===== config.mk =====
export PLATFORM = sky130hd
export DESIGN_NAME = board_top
export DESIGN_NICKNAME = d
export VERILOG_FILES = /design/src/hdl/video_pkg.sv /design/src/hdl/reset_gen.sv /design/src/hdl/vga_timing.sv /design/src/hdl/pattern_gen.sv /design/src/hdl/led_chaser.sv /design/src/hdl/board_top.sv
export SDC_FILE = /design/constraint.sdc
export NUM_CORES = 1
export LEC_CHECK = 0
export ABC_CLOCK_PERIOD_IN_PS = 2700
export BUFFER_PORTS_ARGS = -buffer_cell sky130_fd_sc_hd__buf_4
export CORE_MARGIN = 2
export CORE_UTILIZATION = 59
export CTS_CLUSTER_SIZE = 8
export DETAILED_ROUTE_END_ITERATION = 8
export GPL_TIMING_DRIVEN = 0
export PLACE_DENSITY_LB_ADDON = 0.2
export SLEW_MARGIN = 5
export SYNTH_ARGS = -nofsm -noshare
export SYNTH_HDL_FRONTEND = slang
export SYNTH_SLANG_ARGS = --single-unit

===== constraint.sdc =====
create_clock -name CLK -period 2.7 [get_ports CLK]
set_input_delay 0.27 -clock CLK [delete_from_list [all_inputs] [get_ports CLK]]
set_output_delay 0.27 -clock CLK [all_outputs]
set_load 0.03 [all_outputs]

===== src/hdl/video_pkg.sv =====
package video_pkg;

  // channel and coordinate widths
  localparam int COLOR_DEPTH = 6;
  localparam int COORD_W     = 10;
  localparam int FRAME_W     = 8;

  typedef logic [COLOR_DEPTH-1:0] color_t; // 63 is full scale
  typedef logic [COORD_W-1:0]     coord_t;  // pixel or line index
  typedef logic [FRAME_W-1:0]     frame_t;  // wraps at 256

  // both syncs active low
  localparam logic SYNC_ACTIVE = 1'b0;

  // 640x480 at 60 Hz, 25 MHz pixel clock
  localparam int DEF_H_ACTIVE = 640;
  localparam int DEF_H_FP     = 16;
  localparam int DEF_H_SYNC   = 96;
  localparam int DEF_H_BP     = 48;

  localparam int DEF_V_ACTIVE = 480;
  localparam int DEF_V_FP     = 10;
  localparam int DEF_V_SYNC   = 2;
  localparam int DEF_V_BP     = 33;

  // half a second per LED step at 60 frames/s
  localparam int DEF_LED_DIV = 30;

  localparam int led_n = 5; // D1..D5 on the board

endpackage


===== src/hdl/reset_gen.sv =====
`timescale 1ns/1ns

module reset_gen (
  input  logic CLK,
  input  logic arst_n,
  output logic rst_n
);

  logic [3:0] stretch_q; // fills with ones after release

  // asserts at once, releases on the 4th edge after arst_n rises
  always_ff @(posedge CLK or negedge arst_n) begin
    if (!arst_n) begin
      stretch_q <= '0;
    end else begin
      stretch_q <= {stretch_q[2:0], 1'b1};
    end
  end

  assign rst_n = stretch_q[3]; // top bit only, glitch free

endmodule


===== src/hdl/vga_timing.sv =====
`timescale 1ns/1ns

module vga_timing #(
  parameter int H_ACTIVE = video_pkg::DEF_H_ACTIVE,
  parameter int H_FP     = video_pkg::DEF_H_FP,
  parameter int H_SYNC   = video_pkg::DEF_H_SYNC,
  parameter int H_BP     = video_pkg::DEF_H_BP,
  parameter int V_ACTIVE = video_pkg::DEF_V_ACTIVE,
  parameter int V_FP     = video_pkg::DEF_V_FP,
  parameter int V_SYNC   = video_pkg::DEF_V_SYNC,
  parameter int V_BP     = video_pkg::DEF_V_BP
) (
  input  logic              CLK,
  input  logic              rst_n,
  output video_pkg::coord_t x,
  output video_pkg::coord_t y,
  output logic              active,
  output logic              hs_pre,
  output logic              vs_pre,
  output video_pkg::frame_t frame,
  output logic              frame_start
);

  import video_pkg::*;

  localparam int H_TOTAL = H_ACTIVE + H_FP + H_SYNC + H_BP;
  localparam int V_TOTAL = V_ACTIVE + V_FP + V_SYNC + V_BP;

  localparam int H_SYNC_START = H_ACTIVE + H_FP;
  localparam int H_SYNC_END   = H_SYNC_START + H_SYNC; // first count after pulse
  localparam int V_SYNC_START = V_ACTIVE + V_FP;
  localparam int V_SYNC_END   = V_SYNC_START + V_SYNC;

  coord_t h_cnt;
  coord_t v_cnt;
  logic   h_last;
  logic   v_last;
  logic   at_origin;
  logic   in_active;
  logic   h_sync_on;
  logic   v_sync_on;
  logic   first_frame; // no increment on the first origin

  assign h_last    = (h_cnt == coord_t'(H_TOTAL - 1));
  assign v_last    = (v_cnt == coord_t'(V_TOTAL - 1));
  assign at_origin = (h_cnt == '0) && (v_cnt == '0);
  assign in_active = (h_cnt < coord_t'(H_ACTIVE)) && (v_cnt < coord_t'(V_ACTIVE));

  assign h_sync_on = (h_cnt >= coord_t'(H_SYNC_START)) && (h_cnt < coord_t'(H_SYNC_END));
  assign v_sync_on = (v_cnt >= coord_t'(V_SYNC_START)) && (v_cnt < coord_t'(V_SYNC_END));

  // raster counters, line advances on pixel wrap
  always_ff @(posedge CLK or negedge rst_n) begin
    if (!rst_n) begin
      h_cnt <= '0;
      v_cnt <= '0;
    end else begin
      if (h_last) begin
        h_cnt <= '0;
        if (v_last) begin
          v_cnt <= '0;
        end else begin
          v_cnt <= v_cnt + 1'b1;
        end
      end else begin
        h_cnt <= h_cnt + 1'b1;
      end
    end
  end

  // registered outputs, all aligned to the same count
  always_ff @(posedge CLK or negedge rst_n) begin
    if (!rst_n) begin
      x           <= '0;
      y           <= '0;
      active      <= 1'b0;
      hs_pre      <= ~SYNC_ACTIVE;
      vs_pre      <= ~SYNC_ACTIVE;
      frame_start <= 1'b0;
      frame       <= '0;
      first_frame <= 1'b1;
    end else begin
      x           <= h_cnt;
      y           <= v_cnt;
      active      <= in_active;
      hs_pre      <= h_sync_on ? SYNC_ACTIVE : ~SYNC_ACTIVE;
      vs_pre      <= v_sync_on ? SYNC_ACTIVE : ~SYNC_ACTIVE;
      frame_start <= at_origin;
      if (at_origin) begin
        first_frame <= 1'b0;
        if (!first_frame) begin
          frame <= frame + 1'b1; // wraps
        end
      end
    end
  end

endmodule


===== src/hdl/pattern_gen.sv =====
`timescale 1ns/1ns

module pattern_gen (
  input  logic              CLK,
  input  logic              rst_n,
  input  video_pkg::coord_t x,
  input  video_pkg::coord_t y,
  input  logic              active,
  input  logic              hs_pre,
  input  logic              vs_pre,
  input  video_pkg::frame_t frame,
  output video_pkg::color_t r,
  output video_pkg::color_t g,
  output video_pkg::color_t b,
  output logic              hs,
  output logic              vs
);

  import video_pkg::*;

  color_t r_next;
  color_t g_next;
  color_t b_next;

  // red scrolls one step per frame
  assign r_next = x[COLOR_DEPTH-1:0] + frame[COLOR_DEPTH-1:0];
  assign g_next = y[COLOR_DEPTH-1:0];
  assign b_next = x[COLOR_DEPTH-1:0] ^ y[COLOR_DEPTH-1:0]; // checker texture

  // single stage, color blanked outside active area
  always_ff @(posedge CLK or negedge rst_n) begin
    if (!rst_n) begin
      r <= '0;
      g <= '0;
      b <= '0;
    end else begin
      if (active) begin
        r <= r_next;
        g <= g_next;
        b <= b_next;
      end else begin
        r <= '0;
        g <= '0;
        b <= '0;
      end
    end
  end

  // syncs ride the same stage as the color
  always_ff @(posedge CLK or negedge rst_n) begin
    if (!rst_n) begin
      hs <= ~SYNC_ACTIVE;
      vs <= ~SYNC_ACTIVE;
    end else begin
      hs <= hs_pre;
      vs <= vs_pre;
    end
  end

endmodule


===== src/hdl/led_chaser.sv =====
`timescale 1ns/1ns

module led_chaser #(
  parameter int LED_DIV = video_pkg::DEF_LED_DIV
) (
  input  logic                       CLK,
  input  logic                       rst_n,
  input  logic                       frame_start,
  output logic [video_pkg::led_n-1:0] led
);

  import video_pkg::*;

  localparam int DIV_W = (LED_DIV > 1) ? $clog2(LED_DIV) : 1;

  logic [DIV_W-1:0] div_cnt; // frames since last step
  logic             div_wrap;

  assign div_wrap = (div_cnt == DIV_W'(LED_DIV - 1));

  always_ff @(posedge CLK or negedge rst_n) begin
    if (!rst_n) begin
      div_cnt <= '0;
      led     <= led_n'(1); // D1 lit
    end else if (frame_start) begin
      if (div_wrap) begin
        div_cnt <= '0;
        led     <= {led[led_n-2:0], led[led_n-1]}; // one place up, wraps
      end else begin
        div_cnt <= div_cnt + 1'b1;
      end
    end
  end

endmodule


===== src/hdl/board_top.sv =====
`timescale 1ns/1ns

module board_top #(
  parameter int H_ACTIVE = video_pkg::DEF_H_ACTIVE,
  parameter int H_FP     = video_pkg::DEF_H_FP,
  parameter int H_SYNC   = video_pkg::DEF_H_SYNC,
  parameter int H_BP     = video_pkg::DEF_H_BP,
  parameter int V_ACTIVE = video_pkg::DEF_V_ACTIVE,
  parameter int V_FP     = video_pkg::DEF_V_FP,
  parameter int V_SYNC   = video_pkg::DEF_V_SYNC,
  parameter int V_BP     = video_pkg::DEF_V_BP,
  parameter int LED_DIV  = video_pkg::DEF_LED_DIV
) (
  input  logic                        CLK,
  input  logic                        arst_n,
  output video_pkg::color_t           r,   // PMOD1..4, PMOD8..9
  output video_pkg::color_t           g,   // TR10..TR5
  output video_pkg::color_t           b,   // BR10..BR5
  output logic                        hs,  // PMOD7
  output logic                        vs,  // PMOD10
  output logic [video_pkg::led_n-1:0] led  // D1..D5
);

  import video_pkg::*;

  logic   rst_n;
  coord_t pix_x;
  coord_t pix_y;
  logic   pix_active;
  logic   hs_pre;
  logic   vs_pre;
  frame_t frame;
  logic   frame_start;

  reset_gen i_reset_gen (
    .CLK    (CLK),
    .arst_n (arst_n),
    .rst_n  (rst_n)
  );

  vga_timing #(
    .H_ACTIVE (H_ACTIVE),
    .H_FP     (H_FP),
    .H_SYNC   (H_SYNC),
    .H_BP     (H_BP),
    .V_ACTIVE (V_ACTIVE),
    .V_FP     (V_FP),
    .V_SYNC   (V_SYNC),
    .V_BP     (V_BP)
  ) i_vga_timing (
    .CLK         (CLK),
    .rst_n       (rst_n),
    .x           (pix_x),
    .y           (pix_y),
    .active      (pix_active),
    .hs_pre      (hs_pre),
    .vs_pre      (vs_pre),
    .frame       (frame),
    .frame_start (frame_start)
  );

  pattern_gen i_pattern_gen (
    .CLK    (CLK),
    .rst_n  (rst_n),
    .x      (pix_x),
    .y      (pix_y),
    .active (pix_active),
    .hs_pre (hs_pre),
    .vs_pre (vs_pre),
    .frame  (frame),
    .r      (r),
    .g      (g),
    .b      (b),
    .hs     (hs),
    .vs     (vs)
  );

  led_chaser #(
    .LED_DIV (LED_DIV)
  ) i_led_chaser (
    .CLK         (CLK),
    .rst_n       (rst_n),
    .frame_start (frame_start),
    .led         (led)
  );

endmodule


==> flow_metrics.env, run 1 <==
export IMPL_status="complete, no violations"
export IMPL_synthArstFlopShare_pct=100
export IMPL_yosys_mux_area_fraction_pct=2.40
export IMPL_groute_usage_overall_pct=20.4
export IMPL_power_density_nw_per_um2=545
export IMPL_synthFlopType="dfrtp_1"
export IMPL_post_dp_hpwl_mm=3.66
export IMPL_floorplan_initialDensity_pct=62.1
export IMPL_post_synth_fa_ha_maj_area_fraction_pct=5.26
export IMPL_cp_data_arrival_time_ps=2440
export IMPL_cts_tree="done"
export IMPL_r2r_slack_ps=470
export IMPL_diodes=0
export IMPL_pre_cts_slack_ps=471
export IMPL_reg2reg_depth=4
export IMPL_fin_setup_tns_ps=0
export IMPL_die_h_um=78.0
export IMPL_vias_per_cell=5.48
export IMPL_worstSetupStartpointType="register"
export IMPL_final_max_slew_violation_count=0
export IMPL_rsz0062_at_grt="no"
export IMPL_final_period_minus_worst_setup_slack_ps=2230
export IMPL_core_area_um2=5200
export IMPL_drt_iter0_drc=165
export IMPL_cts_setup_buffers=0
export IMPL_ant_nets=0
export IMPL_reg2reg_from="i_vga_timing.v_cnt[4]"
export IMPL_layout_commonest_cell="dfrtp_1"
export IMPL_fin_ws_ps=474
export IMPL_grt_remaining_overflow=0
export IMPL_ctsResizeCount=0
export IMPL_switchingPower_w=0.000416
export IMPL_worstMarginPinSlew_ps=645
export IMPL_ios=27
export IMPL_leakagePower_nw=1.71
export IMPL_first_pass_iters=4
export IMPL_drc=0
export IMPL_drt_wl_total_mm=5.35
export IMPL_syn_num_nets=284
export IMPL_place_area_um2=3550
export IMPL_grt_pass1_vias=2093
export IMPL_synthesis_area_um2=3230
export IMPL_cts_sinks=77
export IMPL_fmax_mhz=449
export IMPL_path_class="reg2reg"
export IMPL_setup_worst_path_end_class="register"
export IMPL_clk_pin_slew_ps=70
export IMPL_synth_seq_cells=77
export IMPL_ir_worst_vdd_uv=292
export IMPL_synth_top_family_by_area="simple AND/OR/NAND/NOR gates"
export IMPL_htreeDepth=3
export IMPL_grt_max_degree=73
export IMPL_io_buffer_count=26
export IMPL_synthSimpleGateAreaFrac_pct=18.5
export IMPL_finalHoldViolations=0
export IMPL_antenna_found_initial=0
export IMPL_r2r_end="i_vga_timing.frame[1]"
export IMPL_syn_avg_cell_area_um2=12.0
export IMPL_p_int_w=0.00163
export IMPL_setup_viol=0
export IMPL_combinationalPowerShare_pct=1.3
export IMPL_routabilityCongestion=0.817
export IMPL_grt_pass1_wl_mm=9.47
export IMPL_timing_hold_ws_ps=105
export IMPL_routedWlPerCell_um=14.0
export IMPL_fin_crit_sh_pct=82.4
export IMPL_final_layout_size_suffix_gt1_share_pct=19.9
export IMPL_clockPowerShare_pct=42.2
export IMPL_synth_distinct_cells=44
export IMPL_crit_fanout=8
export IMPL_final_cell_mix="70 x dfrtp_1, 26 x buf_4, 19 x and2_1, 16 x xor2_1, 15 x nand2_1"
export IMPL_cap_violations=0
export IMPL_final_nets=323
export IMPL_dieArea_um2=6090
export IMPL_areaGrowthSynthToFinish_pct=16.2
export IMPL_clockBufferDepth=2
export IMPL_fillerInstances=378
export IMPL_ys_seq_area_share_pct=59.8
export IMPL_yosys_area_share_xor_xnor_pct=6.50
export IMPL_clock_skew_ps=9.05
export IMPL_synth_edf_count=0
export IMPL_synth_compound_area_share_pct=5.42
export IMPL_netlist_instances=269
export IMPL_cts_buffers=9
export IMPL_cts_root_buf="clkbuf_8"
export IMPL_vias=2094
export IMPL_switching_share_pct=20.3
export IMPL_die_w_um=78.0
export IMPL_power_frac_seq_pct=56.6
export IMPL_rows=26
export IMPL_min_path_type="reg2async"
export IMPL_cp_required_ps=2920
export IMPL_synth_warnings=0
export IMPL_fin_total_pwr_w=0.00205
export IMPL_fin_area_um2=3760
export IMPL_slew_limit_headroom_pct=56.6
export IMPL_clk_latency_ps=340
==> cell usage after synthesis (all sizes together) (8+ instances only) <==
library cell / number / share of area, %
dfrtp: 71 / 55
inv: 8 / 0.93
xor2: 16 / 4.3
ha: 12 / 4.6
and2: 19 / 3.7
o21ai: 13 / 2.0
xnor2: 8 / 2.2
nand2: 15 / 1.7
nand3: 11 / 1.7
nand4: 10 / 1.9
nor2: 14 / 1.6
==> state kept, by name (all words and copies together), names as in the netlist, 4 cells and up <==
signal,flops
i_led_chaser.div_cnt,5
i_led_chaser.led,5
i_pattern_gen.b,6
i_pattern_gen.g,6
i_pattern_gen.r,6
i_reset_gen.stretch_q,4
i_vga_timing.frame,6
i_vga_timing.h_cnt,10
i_vga_timing.v_cnt,10
i_vga_timing.x,6
i_vga_timing.y,6
==> worst max-delay path by stage <==
stage | cells after the start | end | startpoint | slack (ps)
2_1_floorplan | 0 | i_led_chaser.div_cnt[0] | i_reset_gen.stretch_q[3] | 470
3_3_place_gp | 0 | i_pattern_gen.r[2] | i_reset_gen.stretch_q[3] | -180
3_5_place_dp | 4 | i_vga_timing.frame[1] | i_vga_timing.v_cnt[4] | 470
4_1_cts | 4 | i_vga_timing.frame[1] | i_vga_timing.v_cnt[4] | 460
5_1_grt | 4 | i_vga_timing.frame[1] | i_vga_timing.v_cnt[4] | 300
6_report | 4 | i_vga_timing.frame[1] | i_vga_timing.v_cnt[4] | 470
==> timing repair <==
item,4_1_cts,5_1_grt
hold buffers,1,0
endpoints found under the hold margin,4,0
endpoints found under the setup margin,0,0
==> power groups by stage <==
stage / sequential [W] / clock [W] / combinational [W]
final: 0.00116 / 0.000863 / 0.0000261
after global routing: 0.00116 / 0.000938 / 0.0000315
after CTS: 0.00116 / 0.000878 / 0.0000278
after detailed placement: 0.00118 / 0 / 0.0000268
after global placement: 0.00120 / 0 / 0.00000211
after floorplan: 0.00119 / 0 / 0.000000121
==> per-layer routing <==
metal | wire (um) | global-route usage [%]
met5 | 0 | 0
met1 | 2440 | 27.5
met4 | 176 | 11.8
met2 | 2500 | 30.3
met3 | 234 | 5.17
==> critical path, stage by stage (launching register included) <==
cell	delay, ps
dfrtp_1	460
nor4_1	520
nand4_1	440
nor3_2	330
mux2_1	350
==> per-stage QoR <==
step	utilization, %	cells
floorplan	-	269
finish	72.2	382
global placement	67.5	365
detailed placement	68.1	366
CTS	72.2	382
global route	72.2	382
==> area by class of cell <==
type                    instances  area (um^2)  share of cell area, %
flip-flops and latches         77         1940                   51.6
multi-input cells             177         1230                   32.9
repair buffers                 28          233                   6.20
clock buffers                  11          151                   4.03
well taps                      70         87.6                   2.33
clock inverters                 4         47.5                   1.27
plain buffers                   7         33.8                  0.899
inverters                       8         30.0                  0.799
==> kinds of logic (layout without fill, tap and decap cells) <==
kind of cell               Yosys count  in the layout
and+or+nand+nor                    103            103
buffers and inverters               15             58
AOI/OAI and AO/OA                   29             29
other                                1              1
DFF                                 77             77
adders and majority gates           13             13
muxes                                7              7
xor gates and xnor gates            24             24
No activity file was read; power rests on OpenSTA's default activity.
==> run 2: changes to the inputs <==
--- a/config.mk
+++ b/config.mk
@@ -5,10 +5,10 @@
 export SDC_FILE = /design/constraint.sdc
 export NUM_CORES = 1
 export LEC_CHECK = 0
-export ABC_CLOCK_PERIOD_IN_PS = 2700
+export ABC_CLOCK_PERIOD_IN_PS = 1870
 export BUFFER_PORTS_ARGS = -buffer_cell sky130_fd_sc_hd__buf_4
 export CORE_MARGIN = 2
-export CORE_UTILIZATION = 59
+export CORE_UTILIZATION = 53
 export CTS_CLUSTER_SIZE = 8
 export DETAILED_ROUTE_END_ITERATION = 8
 export GPL_TIMING_DRIVEN = 0
==> constraint.sdc (replaced) <==
create_clock -name CLK -period 1.87 [get_ports CLK]
set_input_delay 0.187 -clock CLK [delete_from_list [all_inputs] [get_ports CLK]]
set_output_delay 0.187 -clock CLK [all_outputs]
set_load 0.03 [all_outputs]
==> run 2 against run 1 <==
  * Maximum frequency increased by 15%
  * Die area increased by 11%
  * Highest routed layer unchanged
  * Clock power increased by 60%
  * Clock skew increased by 1.0 ps
  * Sequential share of layout area decreased by 1.7 points
  * First-iteration DRC count decreased by 41%
  * The run now ends with negative setup slack left
==> flow_metrics.env, run 2 (same netlist as run 1, synthesis figures left out) <==
export IMPL_rows=28
export IMPL_pre_cts_slack_ps=-334
export IMPL_routedWlPerCell_um=14.0
export IMPL_post_dp_hpwl_mm=3.79
export IMPL_cts_buffers=9
export IMPL_switchingPower_w=0.000591
export IMPL_ir_worst_vdd_uv=569
export IMPL_areaGrowthSynthToFinish_pct=20.4
export IMPL_final_period_minus_worst_setup_slack_ps=1930
export IMPL_layout_commonest_cell="dfrtp_1"
export IMPL_fin_crit_sh_pct=103
export IMPL_grt_pass1_vias=2058
export IMPL_cts_sinks=77
export IMPL_grt_max_degree=59
export IMPL_power_density_nw_per_um2=795
export IMPL_cp_required_ps=2100
export IMPL_final_layout_size_suffix_gt1_share_pct=24.5
export IMPL_cp_cell_sequence="or3_4 -> or4_4 -> nor3_4 -> mux2_4"
export IMPL_clockPowerShare_pct=44.7
export IMPL_met3_length_um=232
export IMPL_combinationalPowerShare_pct=1.1
export IMPL_floorplan_initialDensity_pct=54.6
export IMPL_die_h_um=82.1
export IMPL_ios=27
export IMPL_finalHoldViolations=0
export IMPL_power_frac_seq_pct=54.2
export IMPL_final_nets=328
export IMPL_dpl_cell_count=371
export IMPL_fillerInstances=450
export IMPL_p_int_w=0.00250
export IMPL_met2_length_mm=2.83
export IMPL_drc=0
export IMPL_cts_root_buf="clkbuf_8"
export IMPL_reg2reg_depth=4
export IMPL_setup_worst_path_end_class="register"
export IMPL_first_pass_iters=5
export IMPL_worst_path_buf_inv=0
export IMPL_setup_viol=1
export IMPL_rsz0062_at_grt="yes"
export IMPL_clock_skew_ps=10.1
export IMPL_routabilityCongestion=0.823
export IMPL_die_w_um=82.1
export IMPL_crit_fanout=6
export IMPL_dieArea_um2=6740
export IMPL_drt_wl_total_mm=5.51
export IMPL_status="finished, violations left"
export IMPL_core_area_um2=5920
export IMPL_fin_area_um2=3890
export IMPL_grt_remaining_overflow=0
export IMPL_clk_latency_ps=350
export IMPL_path_delay_family="simple AND/OR/NAND/NOR gates"
export IMPL_grt_pass1_wl_mm=9.27
export IMPL_finish_utilization_pct=65.7
export IMPL_cts_tree="done"
export IMPL_fmax_mhz=518
export IMPL_vias=2127
export IMPL_met1_length_mm=2.33
export IMPL_r2r_slack_ps=-60
export IMPL_ant_nets=0
export IMPL_worstSetupStartpointType="register"
export IMPL_drt_iter0_drc=98
export IMPL_leakagePower_nw=1.77
export IMPL_clk_pin_slew_ps=80
export IMPL_htreeDepth=3
export IMPL_slowest_delay_ps=510
export IMPL_antenna_found_initial=0
export IMPL_min_path_type="in2async"
export IMPL_fin_ws_ps=-61.0
export IMPL_clockBufferDepth=2
export IMPL_groute_usage_overall_pct=18.7
export IMPL_diodes=0
export IMPL_cap_violations=0
export IMPL_violations="negative setup slack"
export IMPL_fin_cells=393
export IMPL_final_max_slew_violation_count=0
export IMPL_worst_path_stages=4
export IMPL_vias_per_cell=5.41
export IMPL_route_top_layer_used="met4"
export IMPL_final_cell_mix="67 x dfrtp_1, 32 x buf_4, 19 x and2_1, 16 x xor2_1, 15 x nand2_1"
export IMPL_cp_data_arrival_time_ps=2160
export IMPL_slowest_stage="or4_4"
export IMPL_reg_top3="i_vga_timing.h_cnt (10), i_vga_timing.v_cnt (10)"
export IMPL_path_class="reg2reg"
export IMPL_io_buffer_count=26
export IMPL_switching_share_pct=19.1
export IMPL_place_area_um2=3560
[run 2: layer usage]
layer,vias to the layer above,GRT usage [%]
met2,38,30.4
li1,1025,-
met5,-,0
met1,1052,22.5
met3,12,5.43
met4,0,10.5
[run 2: repair_timing]
action                     in CTS  in global routing
hold buffers                    1                  0
buffers inserted                4                  2
hold endpoints to repair        4                  0
pin swaps                       2                  1
gates resized for setup         6                  8
setup endpoints to repair      14                 14
[run 2: path summary, 6_finish.rpt]
kind                                          start                  endpoint
max                           i_vga_timing.h_cnt[6]     i_vga_timing.frame[1]
min                                          arst_n  i_reset_gen.stretch_q[3]
max reg2reg                   i_vga_timing.h_cnt[6]     i_vga_timing.frame[1]
min reg2reg                i_reset_gen.stretch_q[3]        i_pattern_gen.g[3]
max in group asynchronous  i_reset_gen.stretch_q[3]  i_vga_timing.first_frame
min in group CLK           i_reset_gen.stretch_q[1]  i_reset_gen.stretch_q[2]
[run 2: power groups by stage]
| stage | sequential [W] | clock [W] | combinational (W) |
|---|---|---|---|
| 2_1_floorplan | 0.00172 | 0 | 0.000000174 |
| 3_3_place_gp | 0.00173 | 0 | 0.00000299 |
| 3_5_place_dp | 0.00171 | 0 | 0.0000337 |
| 4_1_cts | 0.00168 | 0.00142 | 0.0000354 |
| 5_1_grt | 0.00168 | 0.00149 | 0.0000394 |
| 6_report | 0.00168 | 0.00138 | 0.0000333 |
[run 2: area by class of cell]
class	instances	area (um^2)	share of cell area [%]
clock buffer	13	159	4.08
tap	75	93.8	2.41
inverter	8	30.0	0.771
buffer	6	26.3	0.675
timing repair buffer	34	278	7.14
multi-input combinational	177	1300	33.3
clock inverter	3	67.6	1.74
sequential	77	1940	49.9
[run 2: metrics by stage]
stage | TNS, ps | hold slack, ps | power, W
2_1_floorplan | -72.4 | -109 | 0.00172
3_3_place_gp | -1560 | -18.2 | 0.00173
3_5_place_dp | -1710 | -14.8 | 0.00174
4_1_cts | -92.2 | 162 | 0.00313
5_1_grt | -427 | 166 | 0.00321
6_report | -61.0 | 174 | 0.00310
